<file path="src/pad_pkg.sv">
package pad_pkg;

   //////////////////////////////////////////////////////////////////////
   // sizes
   //////////////////////////////////////////////////////////////////////

   localparam int N_PADS      = 10;
   localparam int N_SPI_LINES = 4;

   // electrical config bits per pad
   localparam int PAD_CFG_W   = 6;
   localparam int PAD_FUNC_W  = 2;

   // write port, word is {func, cfg}
   localparam int PAD_ADDR_W  = 4;
   localparam int PAD_WDATA_W = PAD_FUNC_W + PAD_CFG_W;

   //////////////////////////////////////////////////////////////////////
   // function codes
   //////////////////////////////////////////////////////////////////////

   localparam logic [PAD_FUNC_W-1:0] FUNC_PERIPH = 2'd0;
   localparam logic [PAD_FUNC_W-1:0] FUNC_GPIO   = 2'd1;
   localparam logic [PAD_FUNC_W-1:0] FUNC_ALT    = 2'd2;
   localparam logic [PAD_FUNC_W-1:0] FUNC_EFPGA  = 2'd3;

   //////////////////////////////////////////////////////////////////////
   // pad indices
   //////////////////////////////////////////////////////////////////////

   // spi master data lines, line k sits on pad k
   localparam int PAD_SPIM_SDIO0 = 0;
   localparam int PAD_SPIM_SDIO1 = 1;
   localparam int PAD_SPIM_SDIO2 = 2;
   localparam int PAD_SPIM_SDIO3 = 3;
   localparam int PAD_SPIM_CSN0  = 4;
   localparam int PAD_SPIM_SCK   = 5;

   // uart
   localparam int PAD_UART_RX    = 6;
   localparam int PAD_UART_TX    = 7;

   // i2c0
   localparam int PAD_I2C0_SDA   = 8;
   localparam int PAD_I2C0_SCL   = 9;

endpackage

</file>
<file path="src/pad_cfg_regs.sv">
`timescale 1ns/1ps

module pad_cfg_regs
   import pad_pkg::*;
(
   input  logic                                   clk_i,
   input  logic                                   reset_i,

   // register write port, always ready
   input  logic                                   cfg_we_i,
   input  logic [PAD_ADDR_W-1:0]                  cfg_addr_i,
   input  logic [PAD_WDATA_W-1:0]                 cfg_wdata_i,

   output logic [N_PADS-1:0][PAD_FUNC_W-1:0]      pad_func_o,
   output logic [N_PADS-1:0][PAD_CFG_W-1:0]       pad_cfg_o
);

   logic [N_PADS-1:0][PAD_FUNC_W-1:0] func_q;
   logic [N_PADS-1:0][PAD_CFG_W-1:0]  cfg_q;

   logic [PAD_FUNC_W-1:0] wr_func;
   logic [PAD_CFG_W-1:0]  wr_cfg;
   logic                  wr_valid;

   // function in the top bits, electrical config below
   assign wr_func  = cfg_wdata_i[PAD_WDATA_W-1 -: PAD_FUNC_W];
   assign wr_cfg   = cfg_wdata_i[PAD_CFG_W-1:0];

   // addresses past the last pad are dropped
   assign wr_valid = cfg_we_i && (cfg_addr_i < PAD_ADDR_W'(N_PADS));

   //////////////////////////////////////////////////////////////////////
   // per-pad storage
   //////////////////////////////////////////////////////////////////////

   always_ff @(posedge clk_i) begin
      if (reset_i) begin
         // every pad comes up on its dedicated peripheral
         func_q <= {N_PADS{FUNC_PERIPH}};
         cfg_q  <= '0;
      end else if (wr_valid) begin
         func_q[cfg_addr_i] <= wr_func;
         cfg_q[cfg_addr_i]  <= wr_cfg;
      end
   end

   assign pad_func_o = func_q;
   assign pad_cfg_o  = cfg_q;

   // software only ever addresses pads that exist
   wr_addr_in_range: assert property (
      @(posedge clk_i) disable iff (reset_i)
      cfg_we_i |-> (cfg_addr_i < PAD_ADDR_W'(N_PADS))
   ) else $error("pad config write to address %0d beyond last pad", cfg_addr_i);

endmodule

</file>
<file path="src/pad_out_mux.sv">
`timescale 1ns/1ps

module pad_out_mux
   import pad_pkg::*;
(
   input  logic [N_PADS-1:0][PAD_FUNC_W-1:0] pad_func_i,
   input  logic [N_PADS-1:0][PAD_CFG_W-1:0]  pad_cfg_i,

   // spi master
   input  logic [N_SPI_LINES-1:0]            spi_sdo_i,
   input  logic [N_SPI_LINES-1:0]            spi_oen_i,
   input  logic                              spi_csn_i,
   input  logic                              spi_clk_i,

   // uart
   input  logic                              uart_tx_i,

   // i2c0 on its own pads
   input  logic                              i2c0_sda_out_i,
   input  logic                              i2c0_sda_oe_i,
   input  logic                              i2c0_scl_out_i,
   input  logic                              i2c0_scl_oe_i,

   // i2c1 as alternate function
   input  logic                              i2c1_sda_out_i,
   input  logic                              i2c1_sda_oe_i,
   input  logic                              i2c1_scl_out_i,
   input  logic                              i2c1_scl_oe_i,

   // gpio
   input  logic [N_PADS-1:0]                 gpio_out_i,
   input  logic [N_PADS-1:0]                 gpio_dir_i,
   input  logic [N_PADS-1:0][PAD_CFG_W-1:0]  gpio_cfg_i,

   // pad frame side
   output logic [N_PADS-1:0]                 pad_out_o,
   output logic [N_PADS-1:0]                 pad_oe_o,
   output logic [N_PADS-1:0][PAD_CFG_W-1:0]  pad_cfg_o
);

   logic [N_PADS-1:0] periph_out;
   logic [N_PADS-1:0] periph_oe;
   logic [N_PADS-1:0] alt_out;
   logic [N_PADS-1:0] alt_oe;

   //////////////////////////////////////////////////////////////////////
   // function 0 drives the dedicated peripherals
   //////////////////////////////////////////////////////////////////////

   always_comb begin
      periph_out = '0;
      periph_oe  = '0;
      // spi oen is active low
      for (int k = 0; k < N_SPI_LINES; k++) begin
         periph_out[PAD_SPIM_SDIO0 + k] = spi_sdo_i[k];
         periph_oe[PAD_SPIM_SDIO0 + k]  = ~spi_oen_i[k];
      end
      periph_out[PAD_SPIM_CSN0] = spi_csn_i;
      periph_oe[PAD_SPIM_CSN0]  = 1'b1;
      periph_out[PAD_SPIM_SCK]  = spi_clk_i;
      periph_oe[PAD_SPIM_SCK]   = 1'b1;
      // rx is input only and stays at 0/0 from the default above
      periph_out[PAD_UART_TX]   = uart_tx_i;
      periph_oe[PAD_UART_TX]    = 1'b1;
      periph_out[PAD_I2C0_SDA]  = i2c0_sda_out_i;
      periph_oe[PAD_I2C0_SDA]   = i2c0_sda_oe_i;
      periph_out[PAD_I2C0_SCL]  = i2c0_scl_out_i;
      periph_oe[PAD_I2C0_SCL]   = i2c0_scl_oe_i;
   end

   // function 2 puts i2c1 on sdio2/3 or on the uart pair
   always_comb begin
      alt_out = '0;
      alt_oe  = '0;
      alt_out[PAD_SPIM_SDIO2] = i2c1_sda_out_i;
      alt_oe[PAD_SPIM_SDIO2]  = i2c1_sda_oe_i;
      alt_out[PAD_UART_RX]    = i2c1_sda_out_i;
      alt_oe[PAD_UART_RX]     = i2c1_sda_oe_i;
      alt_out[PAD_SPIM_SDIO3] = i2c1_scl_out_i;
      alt_oe[PAD_SPIM_SDIO3]  = i2c1_scl_oe_i;
      alt_out[PAD_UART_TX]    = i2c1_scl_out_i;
      alt_oe[PAD_UART_TX]     = i2c1_scl_oe_i;
   end

   //////////////////////////////////////////////////////////////////////
   // per-pad select
   //////////////////////////////////////////////////////////////////////

   always_comb begin
      for (int p = 0; p < N_PADS; p++) begin
         case (pad_func_i[p])
            FUNC_PERIPH: begin
               pad_out_o[p] = periph_out[p];
               pad_oe_o[p]  = periph_oe[p];
            end
            FUNC_GPIO: begin
               pad_out_o[p] = gpio_out_i[p];
               pad_oe_o[p]  = gpio_dir_i[p];
            end
            FUNC_ALT: begin
               pad_out_o[p] = alt_out[p];
               pad_oe_o[p]  = alt_oe[p];
            end
            // efpga only captures and never drives the pad
            default: begin
               pad_out_o[p] = 1'b0;
               pad_oe_o[p]  = 1'b0;
            end
         endcase
         // gpio brings its own electrical setting
         pad_cfg_o[p] = (pad_func_i[p] == FUNC_GPIO) ? gpio_cfg_i[p] : pad_cfg_i[p];
      end
   end

endmodule

</file>
<file path="src/pad_in_demux.sv">
`timescale 1ns/1ps

module pad_in_demux
   import pad_pkg::*;
(
   input  logic [N_PADS-1:0][PAD_FUNC_W-1:0] pad_func_i,
   input  logic [N_PADS-1:0]                 pad_in_i,

   // spi master
   output logic [N_SPI_LINES-1:0]            spi_sdi_o,

   // uart
   output logic                              uart_rx_o,

   // i2c0 and i2c1
   output logic                              i2c0_sda_in_o,
   output logic                              i2c0_scl_in_o,
   output logic                              i2c1_sda_in_o,
   output logic                              i2c1_scl_in_o,

   // gpio and efpga capture
   output logic [N_PADS-1:0]                 gpio_in_o,
   output logic [N_PADS-1:0]                 fpga_in_o
);

   logic [N_PADS-1:0] is_periph;
   logic [N_PADS-1:0] is_gpio;
   logic [N_PADS-1:0] is_alt;
   logic [N_PADS-1:0] is_efpga;

   // one-hot view of each pad's function
   always_comb begin
      for (int p = 0; p < N_PADS; p++) begin
         is_periph[p] = (pad_func_i[p] == FUNC_PERIPH);
         is_gpio[p]   = (pad_func_i[p] == FUNC_GPIO);
         is_alt[p]    = (pad_func_i[p] == FUNC_ALT);
         is_efpga[p]  = (pad_func_i[p] == FUNC_EFPGA);
      end
   end

   //////////////////////////////////////////////////////////////////////
   // peripheral inputs
   //////////////////////////////////////////////////////////////////////

   // spi reads its own sdio pads and idles low
   always_comb begin
      for (int k = 0; k < N_SPI_LINES; k++) begin
         spi_sdi_o[k] = is_periph[PAD_SPIM_SDIO0 + k] ? pad_in_i[PAD_SPIM_SDIO0 + k] : 1'b0;
      end
   end

   // uart and i2c idle high when the pad is taken elsewhere
   assign uart_rx_o     = is_periph[PAD_UART_RX]  ? pad_in_i[PAD_UART_RX]  : 1'b1;
   assign i2c0_sda_in_o = is_periph[PAD_I2C0_SDA] ? pad_in_i[PAD_I2C0_SDA] : 1'b1;
   assign i2c0_scl_in_o = is_periph[PAD_I2C0_SCL] ? pad_in_i[PAD_I2C0_SCL] : 1'b1;

   // for i2c1 the sdio pads win over the uart pads
   assign i2c1_sda_in_o = is_alt[PAD_SPIM_SDIO2] ? pad_in_i[PAD_SPIM_SDIO2] :
                          is_alt[PAD_UART_RX]    ? pad_in_i[PAD_UART_RX]    : 1'b1;
   assign i2c1_scl_in_o = is_alt[PAD_SPIM_SDIO3] ? pad_in_i[PAD_SPIM_SDIO3] :
                          is_alt[PAD_UART_TX]    ? pad_in_i[PAD_UART_TX]    : 1'b1;

   //////////////////////////////////////////////////////////////////////
   // gpio and efpga
   //////////////////////////////////////////////////////////////////////

   assign gpio_in_o = pad_in_i & is_gpio;
   assign fpga_in_o = pad_in_i & is_efpga;

endmodule

</file>
<file path="src/pad_control.sv">
`timescale 1ns/1ps

module pad_control
   import pad_pkg::*;
(
   input  logic                              clk_i,
   input  logic                              reset_i,

   // config register write port
   input  logic                              cfg_we_i,
   input  logic [PAD_ADDR_W-1:0]             cfg_addr_i,
   input  logic [PAD_WDATA_W-1:0]            cfg_wdata_i,

   // spi master
   input  logic [N_SPI_LINES-1:0]            spi_sdo_i,
   input  logic [N_SPI_LINES-1:0]            spi_oen_i,
   input  logic                              spi_csn_i,
   input  logic                              spi_clk_i,
   output logic [N_SPI_LINES-1:0]            spi_sdi_o,

   // uart
   input  logic                              uart_tx_i,
   output logic                              uart_rx_o,

   // i2c0
   input  logic                              i2c0_sda_out_i,
   input  logic                              i2c0_sda_oe_i,
   input  logic                              i2c0_scl_out_i,
   input  logic                              i2c0_scl_oe_i,
   output logic                              i2c0_sda_in_o,
   output logic                              i2c0_scl_in_o,

   // i2c1
   input  logic                              i2c1_sda_out_i,
   input  logic                              i2c1_sda_oe_i,
   input  logic                              i2c1_scl_out_i,
   input  logic                              i2c1_scl_oe_i,
   output logic                              i2c1_sda_in_o,
   output logic                              i2c1_scl_in_o,

   // gpio
   input  logic [N_PADS-1:0]                 gpio_out_i,
   input  logic [N_PADS-1:0]                 gpio_dir_i,
   input  logic [N_PADS-1:0][PAD_CFG_W-1:0]  gpio_cfg_i,
   output logic [N_PADS-1:0]                 gpio_in_o,

   // efpga capture
   output logic [N_PADS-1:0]                 fpga_in_o,

   // pad frame
   input  logic [N_PADS-1:0]                 pad_in_i,
   output logic [N_PADS-1:0]                 pad_out_o,
   output logic [N_PADS-1:0]                 pad_oe_o,
   output logic [N_PADS-1:0][PAD_CFG_W-1:0]  pad_cfg_o
);

   logic [N_PADS-1:0][PAD_FUNC_W-1:0] pad_func;
   logic [N_PADS-1:0][PAD_CFG_W-1:0]  pad_cfg;

   pad_cfg_regs i_cfg_regs (
      .clk_i       (clk_i),
      .reset_i     (reset_i),
      .cfg_we_i    (cfg_we_i),
      .cfg_addr_i  (cfg_addr_i),
      .cfg_wdata_i (cfg_wdata_i),
      .pad_func_o  (pad_func),
      .pad_cfg_o   (pad_cfg)
   );

   pad_out_mux i_out_mux (
      .pad_func_i     (pad_func),
      .pad_cfg_i      (pad_cfg),
      .spi_sdo_i      (spi_sdo_i),
      .spi_oen_i      (spi_oen_i),
      .spi_csn_i      (spi_csn_i),
      .spi_clk_i      (spi_clk_i),
      .uart_tx_i      (uart_tx_i),
      .i2c0_sda_out_i (i2c0_sda_out_i),
      .i2c0_sda_oe_i  (i2c0_sda_oe_i),
      .i2c0_scl_out_i (i2c0_scl_out_i),
      .i2c0_scl_oe_i  (i2c0_scl_oe_i),
      .i2c1_sda_out_i (i2c1_sda_out_i),
      .i2c1_sda_oe_i  (i2c1_sda_oe_i),
      .i2c1_scl_out_i (i2c1_scl_out_i),
      .i2c1_scl_oe_i  (i2c1_scl_oe_i),
      .gpio_out_i     (gpio_out_i),
      .gpio_dir_i     (gpio_dir_i),
      .gpio_cfg_i     (gpio_cfg_i),
      .pad_out_o      (pad_out_o),
      .pad_oe_o       (pad_oe_o),
      .pad_cfg_o      (pad_cfg_o)
   );

   pad_in_demux i_in_demux (
      .pad_func_i    (pad_func),
      .pad_in_i      (pad_in_i),
      .spi_sdi_o     (spi_sdi_o),
      .uart_rx_o     (uart_rx_o),
      .i2c0_sda_in_o (i2c0_sda_in_o),
      .i2c0_scl_in_o (i2c0_scl_in_o),
      .i2c1_sda_in_o (i2c1_sda_in_o),
      .i2c1_scl_in_o (i2c1_scl_in_o),
      .gpio_in_o     (gpio_in_o),
      .fpga_in_o     (fpga_in_o)
   );

endmodule

</file>
<file path="config.mk">
export PLATFORM = sky130hd
export DESIGN_NAME = pad_control
export DESIGN_NICKNAME = d
export VERILOG_FILES = /design/src/pad_pkg.sv /design/src/pad_cfg_regs.sv /design/src/pad_out_mux.sv /design/src/pad_in_demux.sv /design/src/pad_control.sv
export SDC_FILE = /design/constraint.sdc
export NUM_CORES = 1
export LEC_CHECK = 0
export BUFFER_PORTS_ARGS = -buffer_cell sky130_fd_sc_hd__buf_2
export CORE_MARGIN = 2
export CORE_UTILIZATION = 46
export DETAILED_ROUTE_END_ITERATION = 8
export PLACE_DENSITY = 0.92
export SYNTH_ARGS = -nofsm -noshare
export SYNTH_HDL_FRONTEND = slang
export SYNTH_SLANG_ARGS = --single-unit
</file>
<file path="constraint.sdc">
create_clock -name clk_i -period 2 [get_ports clk_i]
set_clock_uncertainty 0.15 [all_clocks]
set_input_delay 0.4 -clock clk_i [delete_from_list [all_inputs] [get_ports clk_i]]
set_output_delay 0.4 -clock clk_i [all_outputs]
set_load 0.02 [all_outputs]
</file>
==> metrics.txt <==
run status finished with violations; violated checks setup timing; Bufs on Longest Clock Path 2; P per Cell Area 471.4 nW/um^2; reg2reg end i_cfg_regs.pad_func_o[7]; Root Driver clkbuf_8; gr ovfl total 0; ys async rst share 0%; Critical Path RT 1450 ps; flop and latch count out of synthesis 80; DR DRC count 0; number of synthesized flops with an enable pin 0; synthesized instance count 458; wire per inst 18.25 um; Worst-Margin Slew 410.0 ps; final WL 15,580 um; syn nets 586; Crit path largest cell delay 340 ps; Setup crit start i_cfg_regs.pad_func_o[13]; cell family with the largest share of critical-path delay flip-flops; FILL cells 640; reg-to-reg slack, setup 1000 ps; Max-Cap Viols 0; antenna-violating nets left 0; cts hold-fix bufs 0; CTS tree yes; Ys Warns 0; clock sinks 80; DR vias 4,407; Starting Density 47.02%; worst vdd ir 362.6 uV; initial antenna violation count 0; Crit. End Element output pin; total track usage 25.98%; distinct cell type count after synthesis 28; Rows 36; GP Congestion 0.7818; most common cell after layout, fill and taps aside buf_2; Die Wd 103.5 um; vias in the first global route 4,390; Synth area leaders dfxtp_1, mux2i_1, mux2_2; Setup-failing EPs final 2; post-route setup slack -15.53 ps; Register Area 1652 um^2; synthesized cell area 4553 um^2; post-synthesis sequential area ratio 35.17%; share of cells above drive strength 1 56.17%; fin crit share 100.8%; Most used DFF post-synth dfxtp_1; maximum number of pins on one net before global-route repair 44; Hold EP i_cfg_regs.pad_cfg_o[45]; total iterations of the first detailed-routing run 4; top-area cell type share of the netlist area 35.17%; Max H-tree Level 3; Post-Route Utilization 73.23%; worst hold path cell count 2; Final Max Tran Viols 0; Worst-Skew Late Latency 330 ps; max frequency 0.4961 GHz; first-pass GRT wire length 21,250 um; HP Class register to register; Fin. Hold Viols 0; I/O Buffers 232; Die Ht 103.5 um; Avg Vias per Cell 5.160; cell taking the most area after synthesis dfxtp_1; Mean Syn Cell Area 9.941 um^2; Slowest-stage cell, CP dfxtp_2; hold_sp i_cfg_regs.pad_cfg_o[45]; DP Cell Count 818; HPWL Detailed 9901 um; Tmin final 2016 ps; Iter 0 DRT Violations 120; crit path cell chain inv_2 -> ha_4 -> buf_6 -> a22oi_2 -> nor2b_2 -> buf_6; Multi-input gate area 3103 um^2; Post-DP Area 5926 um^2; I/O pin count 233; number of buffer and inverter stages on the critical path 3; max_slew headroom 72.66%; worst endpoint data arrival time 1470 ps; RSZ-0062 raised after global routing yes; Die ar. 10,710 um^2; overall power 3.343 mW; ant diodes 0; Num CTS Buffers 9; Setup CP Type register to output pin; critical path's most frequent cell buf_6; critical path peak fanout 4; Final Net Count 844; Leak 3.655 nW; area of the core 9684 um^2; P&R area growth vs syn 55.76%; fin area 7092 um^2; Critical Path Source Type register; r2r startpoint i_cfg_regs.pad_func_o[7]; R2R depth 4; Clock Pin Slew Worst Setup and Hold Paths 80 ps; non-filler instance count after layout 854; commonest cells after routing, fill and taps aside buf_2, mux2i_1, nand2b_1
[how the worst max path moves through the flow]
stage / to / slack [ps] / cells past startpoint
floorplan: pad_oe_o[6] / 230 / 5
global placement: pad_cfg_o[53] / 200 / 4
detailed placement: pad_cfg_o[48] / 110 / 4
CTS: pad_cfg_o[33] / -10 / 4
global route: pad_out_o[6] / -70 / 6
finish: pad_out_o[6] / -20 / 6
[logic make-up after synthesis]
family	synth area share (%)
muxes	35.28
DFF	35.17
AOI/OAI and AO/OA	1.649
and+or+nand+nor	22.67
adders and majority gates	1.099
buffers and inverters	4.122
[layout make-up]
class | count | area share [%]
flip-flops and latches | 80 | 23.29
multi-input cells | 338 | 43.75
clock buffers | 10 | 1.800
inverters | 8 | 0.4234
well taps | 133 | 2.347
repair buffers | 279 | 27.54
clock inverters | 6 | 0.8469
[through the flow]
step	hold WS [ps]	setup TNS, ps	setup WS [ps]
after CTS	333.2	-139.4	-12.99
after global routing	354.1	-1859	-65.75
after detailed placement	320.8	0	105.4
after global placement	310.5	0	195.1
after floorplan	296.2	0	231.1
final	329.6	-16.53	-15.53
[cells in the mapped netlist (3+ instances only)]
cell,number
mux2i_1,93
nor2b_1,15
nand2_2,6
nor2_1,13
nand2b_1,90
buf_2,18
and2_1,12
nor3b_1,3
dfxtp_1,80
inv_1,8
nand2_1,6
and3_1,9
a21oi_1,7
clkbuf_1,12
o21ai_0,5
mux2_2,60
ha_1,4
[state kept, by name, indices dropped and copies added, names as in the netlist]
register / flops
i_cfg_regs.pad_cfg_o: 60
i_cfg_regs.pad_func_o: 20
[report_power, final]
| part | total (mW) | switching [mW] | internal (mW) |
|---|---|---|---|
| Combinational | 0.581 | 0.291 | 0.290 |
| Sequential | 1.62 | 0.0150 | 1.60 |
| Clock | 1.15 | 0.576 | 0.571 |
| Total | 3.34 | 0.882 | 2.46 |
[worst min-delay path, stage by stage, from the launching register on]
cell and delay (ps):
dfxtp_1 310, nand2b_1 60, mux2i_1 60
[per-layer routing]
metal | part of all wire [%] | global-route usage [%] | wire, um
met5 | 0 | 0 | 0
met4 | 2.1 | 9.312 | 326
met3 | 5.3 | 4.637 | 819
met1 | 38 | 27.90 | 5968
met2 | 54 | 50.32 | 8468
[repair_timing]
action,CTS,global route
setup endpoints to repair,66,67
buffers inserted,20,0
gates cloned,0,0
resized for setup,179,79
Power figures use the tool's default switching activity.
